**config.mk**
```make
export PLATFORM = sky130hd
export DESIGN_NAME = ohci_ed_top
export DESIGN_NICKNAME = d
export VERILOG_FILES = /design/src/ohci_ed_pkg.sv /design/src/ohci_ed_top.sv /design/src/ohci_ed_queue.sv /design/src/ohci_ed_fetch.sv /design/src/ohci_ed_regs.sv
export VERILOG_INCLUDE_DIRS = /design/src
export SDC_FILE = /design/constraint.sdc
export NUM_CORES = 1
export LEC_CHECK = 0
export ABC_AREA = 1
export BUFFER_PORTS_ARGS = -buffer_cell sky130_fd_sc_hd__buf_4
export CORE_MARGIN = 2
export CORE_UTILIZATION = 54
export CTS_CLUSTER_DIAMETER = 100
export DETAILED_ROUTE_END_ITERATION = 8
export PLACE_DENSITY = 0.75
export SLEW_MARGIN = 0
export SYNTH_ARGS = -nofsm -noshare
export SYNTH_HDL_FRONTEND = slang
export SYNTH_HIERARCHICAL = 1
export SYNTH_SLANG_ARGS = --single-unit
```
**constraint.sdc**
```tcl
create_clock -name clk_i -period 11.4 [get_ports clk_i]
set_clock_uncertainty 0.15 [all_clocks]
set_input_delay 2.28 -clock clk_i [delete_from_list [all_inputs] [get_ports clk_i]]
set_output_delay 2.28 -clock clk_i [all_outputs]
set_load 0.005 [all_outputs]
```
**src/ohci_ed_defines.svh**
```systemverilog
// OHCI ED fetch path widths, burst and credit counts, config register map
`ifndef OHCI_ED_DEFINES_SVH
`define OHCI_ED_DEFINES_SVH

// dword width in bits
`define OHCI_ED_DW 32
// dwords per endpoint descriptor, one read each
`define OHCI_ED_DWORDS 4
// outstanding reads the memory side must absorb
`define OHCI_ED_RD_CREDITS 4

// config register addresses
`define OHCI_ED_ADDR_PHEAD 2'd0
`define OHCI_ED_ADDR_NPHEAD 2'd1
// bit0 periodic enable, bit1 nonperiodic enable
`define OHCI_ED_ADDR_CTRL 2'd2

`endif
```
**src/ohci_ed_pkg.sv**
```systemverilog
// OHCI ED fetch path types for the descriptor layout, read port and config structs
`default_nettype none

package ohci_ed_pkg;

    // status dword in bits 26:0 of dword0
    typedef struct packed {
        logic [10:0] mps; // max packet size
        logic        f;   // format for iso TDs
        logic        k;   // skip
        logic        s;   // low speed
        logic [1:0]  d;   // direction
        logic [3:0]  en;  // endpoint number
        logic [6:0]  fa;  // function address
    } ed_status_t;

    typedef struct packed {
        logic [27:0] address; // 16 byte aligned TD
        logic        c;       // toggle carry
        logic        h;       // halted
    } td_pointer_t;

    typedef struct packed {
        logic [27:0] address; // 16 byte aligned ED where zero ends the list
    } ed_pointer_t;

    // the four dwords of an ED without reserved bits
    typedef struct packed {
        ed_status_t  status;
        logic [27:0] tail_td;
        td_pointer_t head_td;
        ed_pointer_t next_ed;
    } endpoint_descriptor;

    typedef struct packed {
        logic [31:0] addr; // byte address
        logic [1:0]  idx;  // dword within the ED
    } rd_req_t;

    typedef struct packed {
        logic [31:0] data;
    } rd_rsp_t;

    typedef enum logic {PERIODIC, NONPERIODIC} list_kind_e;
    typedef enum logic [1:0] {IDLE, ISSUE, WAIT_LOAD} fetch_state_e;
    typedef enum logic {CFG_WRITE, CFG_READ} cfg_op_e;

    typedef struct packed {
        cfg_op_e     op;
        logic [1:0]  addr;
        logic [31:0] data;
    } cfg_req_t;

endpackage

`default_nettype wire

```
**src/ohci_ed_top.sv**
```systemverilog
// OHCI ED fetch path top joining the config block, list fetch engine and descriptor queue
`default_nettype none

module ohci_ed_top (
    input  logic                            clk_i,
    input  logic                            rst_n_i,
    input  logic                            cfg_valid_i,
    input  ohci_ed_pkg::cfg_req_t           cfg_req_i,
    output logic [31:0]                     cfg_rdata_o,
    output logic                            rd_req_valid_o,
    output ohci_ed_pkg::rd_req_t            rd_req_o,
    input  logic                            rd_rsp_valid_i,
    input  ohci_ed_pkg::rd_rsp_t            rd_rsp_i,
    input  logic                            pop_i,
    output logic                            pop_ready_o,
    input  logic                            context_switch_np2p_i,
    input  logic                            context_switch_p2np_i,
    output logic                            firstin_valid_o,
    output ohci_ed_pkg::endpoint_descriptor firstin_o
);
    ohci_ed_pkg::ed_pointer_t periodic_head;
    ohci_ed_pkg::ed_pointer_t nonperiodic_head;
    ohci_ed_pkg::ed_pointer_t next_ed;
    logic                     periodic_en;
    logic                     nonperiodic_en;
    logic                     secondin_loaded;
    logic                     advance; // queue moved past an ED

    ohci_ed_regs u_regs (
        .clk_i              (clk_i),
        .rst_n_i            (rst_n_i),
        .cfg_valid_i        (cfg_valid_i),
        .cfg_req_i          (cfg_req_i),
        .cfg_rdata_o        (cfg_rdata_o),
        .periodic_head_o    (periodic_head),
        .nonperiodic_head_o (nonperiodic_head),
        .periodic_en_o      (periodic_en),
        .nonperiodic_en_o   (nonperiodic_en)
    );

    ohci_ed_fetch u_fetch (
        .clk_i                 (clk_i),
        .rst_n_i               (rst_n_i),
        .periodic_head_i       (periodic_head),
        .nonperiodic_head_i    (nonperiodic_head),
        .periodic_en_i         (periodic_en),
        .nonperiodic_en_i      (nonperiodic_en),
        .context_switch_np2p_i (context_switch_np2p_i),
        .context_switch_p2np_i (context_switch_p2np_i),
        .secondin_loaded_i     (secondin_loaded),
        .next_ed_i             (next_ed),
        .advance_i             (advance),
        .rd_req_valid_o        (rd_req_valid_o),
        .rd_req_o              (rd_req_o),
        .rd_rsp_valid_i        (rd_rsp_valid_i)
    );

    // response data feeds the queue directly
    ohci_ed_queue u_queue (
        .clk_i                 (clk_i),
        .rst_n_i               (rst_n_i),
        .pop_i                 (pop_i),
        .pop_ready_o           (pop_ready_o),
        .context_switch_np2p_i (context_switch_np2p_i),
        .context_switch_p2np_i (context_switch_p2np_i),
        .rsp_valid_i           (rd_rsp_valid_i),
        .rsp_i                 (rd_rsp_i),
        .secondin_loaded_o     (secondin_loaded),
        .advance_o             (advance),
        .next_ed_o             (next_ed),
        .firstin_valid_o       (firstin_valid_o),
        .firstin_o             (firstin_o)
    );

endmodule

`default_nettype wire

```
**src/ohci_ed_queue.sv**
```systemverilog
// OHCI ED output queue with the second-in dword chain, first-in register and np stash
`default_nettype none
`include "ohci_ed_defines.svh"

module ohci_ed_queue (
    input  logic                            clk_i,
    input  logic                            rst_n_i,
    input  logic                            pop_i,
    output logic                            pop_ready_o,
    input  logic                            context_switch_np2p_i,
    input  logic                            context_switch_p2np_i,
    input  logic                            rsp_valid_i,
    input  ohci_ed_pkg::rd_rsp_t            rsp_i,
    output logic                            secondin_loaded_o,
    output logic                            advance_o,
    output ohci_ed_pkg::ed_pointer_t        next_ed_o,
    output logic                            firstin_valid_o,
    output ohci_ed_pkg::endpoint_descriptor firstin_o
);
    logic [`OHCI_ED_DW-1:0]          chain_q [`OHCI_ED_DWORDS]; // [0] newest dword
    logic [`OHCI_ED_DWORDS-1:0]      fill_q;                    // ones walk in beside data
    logic [`OHCI_ED_DW-1:0]          dw0;
    logic [`OHCI_ED_DW-1:0]          dw1;
    logic [`OHCI_ED_DW-1:0]          dw2;
    logic [`OHCI_ED_DW-1:0]          dw3;
    ohci_ed_pkg::endpoint_descriptor secondin;
    ohci_ed_pkg::endpoint_descriptor stash_q;
    ohci_ed_pkg::endpoint_descriptor secondin_mux;
    logic                            loaded;
    logic                            no_td;
    logic                            empty;
    logic                            valid;
    logic                            shift;
    logic                            clear;
    logic                            pop_fire;
    logic                            stash_load;
    logic                            stash_active_q; // np ED parked across periodic
    logic                            restore_q;      // stash is the next pop

    // dword0 is the oldest entry
    assign dw0 = chain_q[`OHCI_ED_DWORDS-1];
    assign dw1 = chain_q[`OHCI_ED_DWORDS-2];
    assign dw2 = chain_q[`OHCI_ED_DWORDS-3];
    assign dw3 = chain_q[`OHCI_ED_DWORDS-4];

    assign secondin.status = '{mps: dw0[26:16], f: dw0[15], k: dw0[14], s: dw0[13],
                               d: dw0[12:11], en: dw0[10:7], fa: dw0[6:0]};
    assign secondin.tail_td = dw1[31:4]; // compared with head TD for the empty check
    assign secondin.head_td = '{address: dw2[31:4], c: dw2[1], h: dw2[0]};
    assign secondin.next_ed = '{address: dw3[31:4]};

    assign loaded = fill_q[`OHCI_ED_DWORDS-1];
    assign no_td  = (secondin.tail_td == secondin.head_td.address);
    assign empty  = loaded && no_td;  // skipped by following next ED
    assign valid  = loaded && !no_td;

    assign shift      = rsp_valid_i && !loaded;
    assign stash_load = valid && context_switch_np2p_i;
    assign pop_ready_o = valid || restore_q;
    assign pop_fire    = pop_i && pop_ready_o;
    // switch mid burst lets the burst finish
    assign clear = loaded && ((pop_fire && !restore_q) || no_td ||
                              context_switch_np2p_i || context_switch_p2np_i);

    assign secondin_loaded_o = loaded || restore_q; // holds fetch off until stash pops
    assign secondin_mux      = restore_q ? stash_q : secondin;
    assign advance_o         = pop_fire || empty;
    assign next_ed_o         = secondin_mux.next_ed;

    always_ff @(posedge clk_i) begin
        if (shift) begin
            chain_q[0] <= rsp_i.data;
            for (int i = 1; i < `OHCI_ED_DWORDS; i++) begin
                chain_q[i] <= chain_q[i-1];
            end
        end
    end

    always_ff @(posedge clk_i or negedge rst_n_i) begin
        if (!rst_n_i) begin
            fill_q <= '0;
        end else if (clear) begin
            fill_q <= '0;  // data left stale
        end else if (shift) begin
            fill_q <= {fill_q[`OHCI_ED_DWORDS-2:0], 1'b1};
        end
    end

    // np2p parks a valid np ED and p2np arms it for the next pop
    always_ff @(posedge clk_i or negedge rst_n_i) begin
        if (!rst_n_i) begin
            stash_active_q <= 1'b0;
            restore_q      <= 1'b0;
        end else begin
            if (stash_load) stash_active_q <= 1'b1;
            else if (context_switch_p2np_i) stash_active_q <= 1'b0;
            if (context_switch_p2np_i && stash_active_q) restore_q <= 1'b1;
            else if (pop_fire) restore_q <= 1'b0;
        end
    end

    always_ff @(posedge clk_i) begin
        if (stash_load) stash_q <= secondin;
    end

    // stays valid after the first pop
    always_ff @(posedge clk_i or negedge rst_n_i) begin
        if (!rst_n_i) begin
            firstin_valid_o <= 1'b0;
        end else if (pop_fire) begin
            firstin_valid_o <= 1'b1;
        end
    end

    always_ff @(posedge clk_i) begin
        if (pop_fire) begin
            firstin_o.status  <= secondin_mux.status;
            firstin_o.tail_td <= secondin_mux.tail_td;
            firstin_o.head_td <= secondin_mux.head_td;
        end
        if (advance_o) firstin_o.next_ed <= secondin_mux.next_ed; // also on empty ED
    end

endmodule

`default_nettype wire

```
**src/ohci_ed_fetch.sv**
```systemverilog
// OHCI ED fetch engine walking the active ED list with credit gated dword reads
`default_nettype none
`include "ohci_ed_defines.svh"

module ohci_ed_fetch (
    input  logic                     clk_i,
    input  logic                     rst_n_i,
    input  ohci_ed_pkg::ed_pointer_t periodic_head_i,
    input  ohci_ed_pkg::ed_pointer_t nonperiodic_head_i,
    input  logic                     periodic_en_i,
    input  logic                     nonperiodic_en_i,
    input  logic                     context_switch_np2p_i,
    input  logic                     context_switch_p2np_i,
    input  logic                     secondin_loaded_i,
    input  ohci_ed_pkg::ed_pointer_t next_ed_i,
    input  logic                     advance_i, // pop or empty ED in the queue
    output logic                     rd_req_valid_o,
    output ohci_ed_pkg::rd_req_t     rd_req_o,
    input  logic                     rd_rsp_valid_i
);
    localparam int unsigned CreditW   = $clog2(`OHCI_ED_RD_CREDITS + 1);
    localparam logic [1:0]  LastDword = 2'(`OHCI_ED_DWORDS - 1);

    ohci_ed_pkg::fetch_state_e state_q;
    ohci_ed_pkg::list_kind_e   kind_q;
    ohci_ed_pkg::ed_pointer_t  cur_ed_q;   // next ED when not starting at the head
    ohci_ed_pkg::ed_pointer_t  burst_ed_q; // ED being read
    ohci_ed_pkg::ed_pointer_t  start_ed;
    logic                      from_head_q;
    logic                      list_en;
    logic                      start;
    logic [CreditW-1:0]        credits_q;
    logic [1:0]                req_idx_q; // requests sent in this burst
    logic [1:0]                rsp_idx_q; // responses seen in this burst

    assign list_en  = (kind_q == ohci_ed_pkg::PERIODIC) ? periodic_en_i : nonperiodic_en_i;
    assign start_ed = !from_head_q ? cur_ed_q :
                      (kind_q == ohci_ed_pkg::PERIODIC) ? periodic_head_i : nonperiodic_head_i;
    // null pointer parks the walk until a context switch
    assign start = (state_q == ohci_ed_pkg::IDLE) && !secondin_loaded_i && list_en &&
                   (start_ed.address != '0);

    assign rd_req_valid_o = (state_q == ohci_ed_pkg::ISSUE) && (credits_q != '0);
    assign rd_req_o.addr  = {burst_ed_q.address, req_idx_q, 2'b00};
    assign rd_req_o.idx   = req_idx_q;

    // one credit spent per request and returned per response
    always_ff @(posedge clk_i or negedge rst_n_i) begin
        if (!rst_n_i) begin
            credits_q <= CreditW'(`OHCI_ED_RD_CREDITS);
        end else begin
            credits_q <= credits_q - CreditW'(rd_req_valid_o) + CreditW'(rd_rsp_valid_i);
        end
    end

    always_ff @(posedge clk_i or negedge rst_n_i) begin
        if (!rst_n_i) begin
            state_q   <= ohci_ed_pkg::IDLE;
            req_idx_q <= '0;
            rsp_idx_q <= '0;
        end else begin
            if (rd_req_valid_o) req_idx_q <= req_idx_q + 2'd1; // wraps per burst
            if (rd_rsp_valid_i) rsp_idx_q <= rsp_idx_q + 2'd1;
            case (state_q)
                ohci_ed_pkg::IDLE:
                    if (start) state_q <= ohci_ed_pkg::ISSUE;
                ohci_ed_pkg::ISSUE:
                    if (rd_req_valid_o && req_idx_q == LastDword) state_q <= ohci_ed_pkg::WAIT_LOAD;
                ohci_ed_pkg::WAIT_LOAD: // last dword lands in the queue
                    if (rd_rsp_valid_i && rsp_idx_q == LastDword) state_q <= ohci_ed_pkg::IDLE;
                default: state_q <= ohci_ed_pkg::IDLE;
            endcase
        end
    end

    always_ff @(posedge clk_i) begin
        if (start) burst_ed_q <= start_ed;
    end

    // list kind and walk position where a switch wins over a same cycle advance
    always_ff @(posedge clk_i or negedge rst_n_i) begin
        if (!rst_n_i) begin
            kind_q      <= ohci_ed_pkg::NONPERIODIC;
            from_head_q <= 1'b1;
            cur_ed_q    <= '0;
        end else begin
            if (advance_i) begin
                cur_ed_q    <= next_ed_i;
                from_head_q <= 1'b0;
            end
            if (context_switch_np2p_i) begin
                kind_q      <= ohci_ed_pkg::PERIODIC;
                from_head_q <= 1'b1;
            end else if (context_switch_p2np_i) begin
                kind_q      <= ohci_ed_pkg::NONPERIODIC;
                from_head_q <= 1'b1; // stash pop moves it on
            end
        end
    end

endmodule

`default_nettype wire

```
**src/ohci_ed_regs.sv**
```systemverilog
// OHCI ED config block holding list head pointers and list enables for the fetch engine
`default_nettype none
`include "ohci_ed_defines.svh"

module ohci_ed_regs (
    input  logic                     clk_i,
    input  logic                     rst_n_i,
    input  logic                     cfg_valid_i,
    input  ohci_ed_pkg::cfg_req_t    cfg_req_i,
    output logic [`OHCI_ED_DW-1:0]   cfg_rdata_o,
    output ohci_ed_pkg::ed_pointer_t periodic_head_o,
    output ohci_ed_pkg::ed_pointer_t nonperiodic_head_o,
    output logic                     periodic_en_o,
    output logic                     nonperiodic_en_o
);
    ohci_ed_pkg::ed_pointer_t phead_q;
    ohci_ed_pkg::ed_pointer_t nphead_q;
    logic [1:0]               en_q;  // {nonperiodic, periodic}
    logic                     wr;
    logic                     rd;

    assign wr = cfg_valid_i && (cfg_req_i.op == ohci_ed_pkg::CFG_WRITE);
    assign rd = cfg_valid_i && (cfg_req_i.op == ohci_ed_pkg::CFG_READ);

    // write decode drops the low nibble of head writes
    always_ff @(posedge clk_i or negedge rst_n_i) begin
        if (!rst_n_i) begin
            phead_q  <= '0;
            nphead_q <= '0;
            en_q     <= 2'b00; // both lists off
        end else if (wr) begin
            case (cfg_req_i.addr)
                `OHCI_ED_ADDR_PHEAD:  phead_q.address  <= cfg_req_i.data[31:4];
                `OHCI_ED_ADDR_NPHEAD: nphead_q.address <= cfg_req_i.data[31:4];
                `OHCI_ED_ADDR_CTRL:   en_q             <= cfg_req_i.data[1:0];
                default: ;
            endcase
        end
    end

    // read data one cycle after the access
    always_ff @(posedge clk_i or negedge rst_n_i) begin
        if (!rst_n_i) begin
            cfg_rdata_o <= '0;
        end else if (rd) begin
            case (cfg_req_i.addr)
                `OHCI_ED_ADDR_PHEAD:  cfg_rdata_o <= {phead_q.address, 4'h0};
                `OHCI_ED_ADDR_NPHEAD: cfg_rdata_o <= {nphead_q.address, 4'h0};
                `OHCI_ED_ADDR_CTRL:   cfg_rdata_o <= {30'h0, en_q};
                default:              cfg_rdata_o <= '0;
            endcase
        end
    end

    assign periodic_head_o    = phead_q;
    assign nonperiodic_head_o = nphead_q;
    assign periodic_en_o      = en_q[0];
    assign nonperiodic_en_o   = en_q[1];

endmodule

`default_nettype wire

```
==> results.txt <==
Period minus WS final = 4610 ps
Fin. Hold Viols = 0
CTS tree = done
DRT Pass-1 Iters = 6
core region area = 36400 sq um
Sequential Area = 14700 sq um
post-synthesis compound-gate area fraction = 1.30%
H-tree Lvls = 2
Simple-Gate Fraction of Synth Area = 18.4%
final wirelength = 45.1 mm
Skew-Pair Late Insertion Delay = 600 ps
Die ar. = 38400 sq um
postcts setup bufs = 0
Top FF cell, synth = edfxtp_1
post-CTS resize count = 0
Finished Cell Area = 23500 sq um
row count = 70
area of the mapped netlist = 19900 sq um
overall routing resource usage = 23.7%
status = complete, no violations
initial antenna violation count = 1
Synth Area in XOR/XNOR = 1.23%
Final Power = 5.51 mW
Hold Buf Count CTS = 0
# fillers = 2726
Routed Antenna Nets = 0
Leak Pwr = 10.5 nW
Setup TNS Final = 0 ps
largest net degree at the start of global routing = 84
post-DR wirelength/cell = 18.4 microns
Synth async-reset ratio = 26.2%
DRT iter0 DRCs = 1228
CTS max path bufs = 3
unrepaired setup endpoints after global routing = no
post-synthesis register bit count = 511
gpl congestion = 0.856
number of buffers added on ports = 249
multi-input logic area = 4300 sq um
CTS buffer count = 50
Max VDD drop = 0.143 mV
clk sink count = 511
maxcap violations = 0
Max-slew headroom = 19.8%
worst hold path type = reg2reg
Util after Layout = 64.6%
crit path DAT = 2180 ps
share of post-route cells with drive strength above 1 = 18.7%
Final HPWL DP = 28.4 mm
largest family of logic cells by synthesized area = simple AND/OR/NAND/NOR gates
period utilization = 40.5%
Setup crit start kind = flip-flop
vias in the first global route = 12400
Root Driver = clkbuf_16
Max FO, Critical Path = 4
Placement Cell Area = 21800 sq um
Crit Path Class = reg2out
Slew Viols, Final = 0
Post-synth EDFFs = 377
P&R area growth vs syn = 18.1%
via total after detailed routing = 12700
vias per inst = 5.20
residual DRC count = 0
starting density of the core = 54.7%
Syn. warnings = 6
slew at the pin closest to its max-slew limit = 1200 ps
first-pass GRT wire length = 69.6 mm
fraction of synthesized area in multiplexers = 0.170%
CP Capture Type = output pin
chip height = 196 microns
# nets final = 2015
IO Count = 256
Synth Area in Adders = 0.352%
worst path required time = 8970 ps
Distinct cells, synth = 35
sequential area share after synthesis = 73.7%
Die W = 196 microns
total gr overflow = 0
Power Density = 234 nW/um^2
Mean Syn Cell Area = 11.5 sq um
Worst R2R Setup Slack = 7570 ps
Max Clk Rate = 217 MHz
Post-Syn Instances = 1725
Final Setup Violations = 0
Clock Pin Slew Worst Setup and Hold Paths = 60 ps
[synth_stat cells, types with 13 or more instances]
library cell	instances	area, sq um
nand3_1	59	295
xnor2_1	26	228
inv_1	76	285
buf_2	13	65.1
o21ai_0	37	185
nor2_1	24	90.1
clkbuf_1	31	116
edfxtp_1	377	11300
dfrtp_1	131	3280
buf_4	38	285
nand2_1	839	3150
[state kept, by name, summed over array words and instances, names as in the netlist, 4 cells and up]
| name | cells |
|---|---|
| u_queue/chain_q | 123 |
| u_queue/firstin_o | 113 |
| u_queue/stash_q | 113 |
| u_regs/cfg_rdata_o | 30 |
| u_fetch/burst_ed_q | 28 |
| u_fetch/cur_ed_q | 28 |
| u_regs/nonperiodic_head_o | 28 |
| u_regs/periodic_head_o | 28 |
| u_queue/fill_q | 4 |
[logic make-up after synthesis]
group / count (synthesis)
muxes: 3
other: 2
DFF: 511
buffers and inverters: 189
and+or+nand+nor: 937
AOI/OAI and AO/OA: 50
xor gates and xnor gates: 28
adders and majority gates: 5
[stage by stage]
step / cells / setup WS [ps] / hold slack, ps
2_1_floorplan: 1727 / 5990 / 250
3_3_place_gp: 2352 / 6940 / 251
3_5_place_dp: 2352 / 6920 / 255
4_1_cts: 2445 / 6730 / 269
5_1_grt: 2446 / 6610 / 269
6_report: 2446 / 6790 / 269
[power by group]
group / switching (mW) / leakage (nW) / internal, mW / total, mW
Sequential: 0.238 / 5.23 / 2.56 / 2.80
Combinational: 0.661 / 4.42 / 0.389 / 1.05
Clock: 0.707 / 0.816 / 0.952 / 1.66
Total: 1.61 / 10.5 / 3.90 / 5.51
[worst paths after layout]
path | startpoint | end | cells after the start
min in group asynchronous | rst_n_i | u_fetch/req_idx_q[0]$_DFFE_PN0P_ | 1
min | u_queue/chain_q[0][0]$_DFFE_PP_ | u_queue/chain_q[1][0]$_DFFE_PP_ | 0
max | u_queue/chain_q[2][12]$_DFFE_PP_ | pop_ready_o | 9
max in group asynchronous | rst_n_i | u_regs/nonperiodic_head_o[13]$_DFFE_PN0P_ | 2
min reg2reg | u_queue/chain_q[0][0]$_DFFE_PP_ | u_queue/chain_q[1][0]$_DFFE_PP_ | 0
max reg2reg | u_fetch/kind_q$_DFFE_PN1P_ | u_fetch/burst_ed_q[6]$_DFFE_PP_ | 11
[placed cells by master (no fill, tap or decap), types with 3 or more instances in the layout]
cell / n
a21oi_1: 5
buf_4: 257
bufinv_16: 4
clkbuf_1: 3
clkbuf_16: 51
clkbuf_8: 6
clkinv_1: 11
clkinv_2: 11
clkinvlp_4: 4
conb_1: 4
dfrtp_1: 130
dfstp_2: 3
edfxtp_1: 377
ha_1: 4
inv_1: 74
inv_2: 10
inv_4: 3
nand2_1: 839
nand2_2: 5
nand2_4: 3
nand3_1: 59
nor2_1: 24
o21ai_0: 36
o21ai_1: 5
xnor2_1: 26
[area by class of cell]
cell class / count / share of cell area, %
antenna: 1 / 0.0106
clock buffer: 60 / 5.82
clock inverter: 33 / 1.32
inverter: 89 / 1.47
multi-input combinational: 1027 / 18.3
sequential: 511 / 62.4
tap: 468 / 2.49
timing repair buffer: 257 / 8.20
[per-layer routing]
metal | vias up | wire length (microns) | track usage [%] | part of all wire, %
li1 | 5995 | - | - | -
met3 | 69 | 3200 | 4.62 | 7.1
met5 | - | 0 | 0 | 0
met2 | 527 | 21500 | 37.2 | 48
met4 | 0 | 1220 | 7.49 | 2.7
met1 | 6140 | 19200 | 33.8 | 42
[critical path, stage by stage, from the launching register on]
cell and delay [ps]:
edfxtp_1 450, xnor2_1 190, nand2_1 160, nor2_1 130, nand2_1 80, nor2_1 120, nand2_2 140, nand2_2 90
nand2_2 60, buf_4 150
Power figures use the tool's default switching activity.
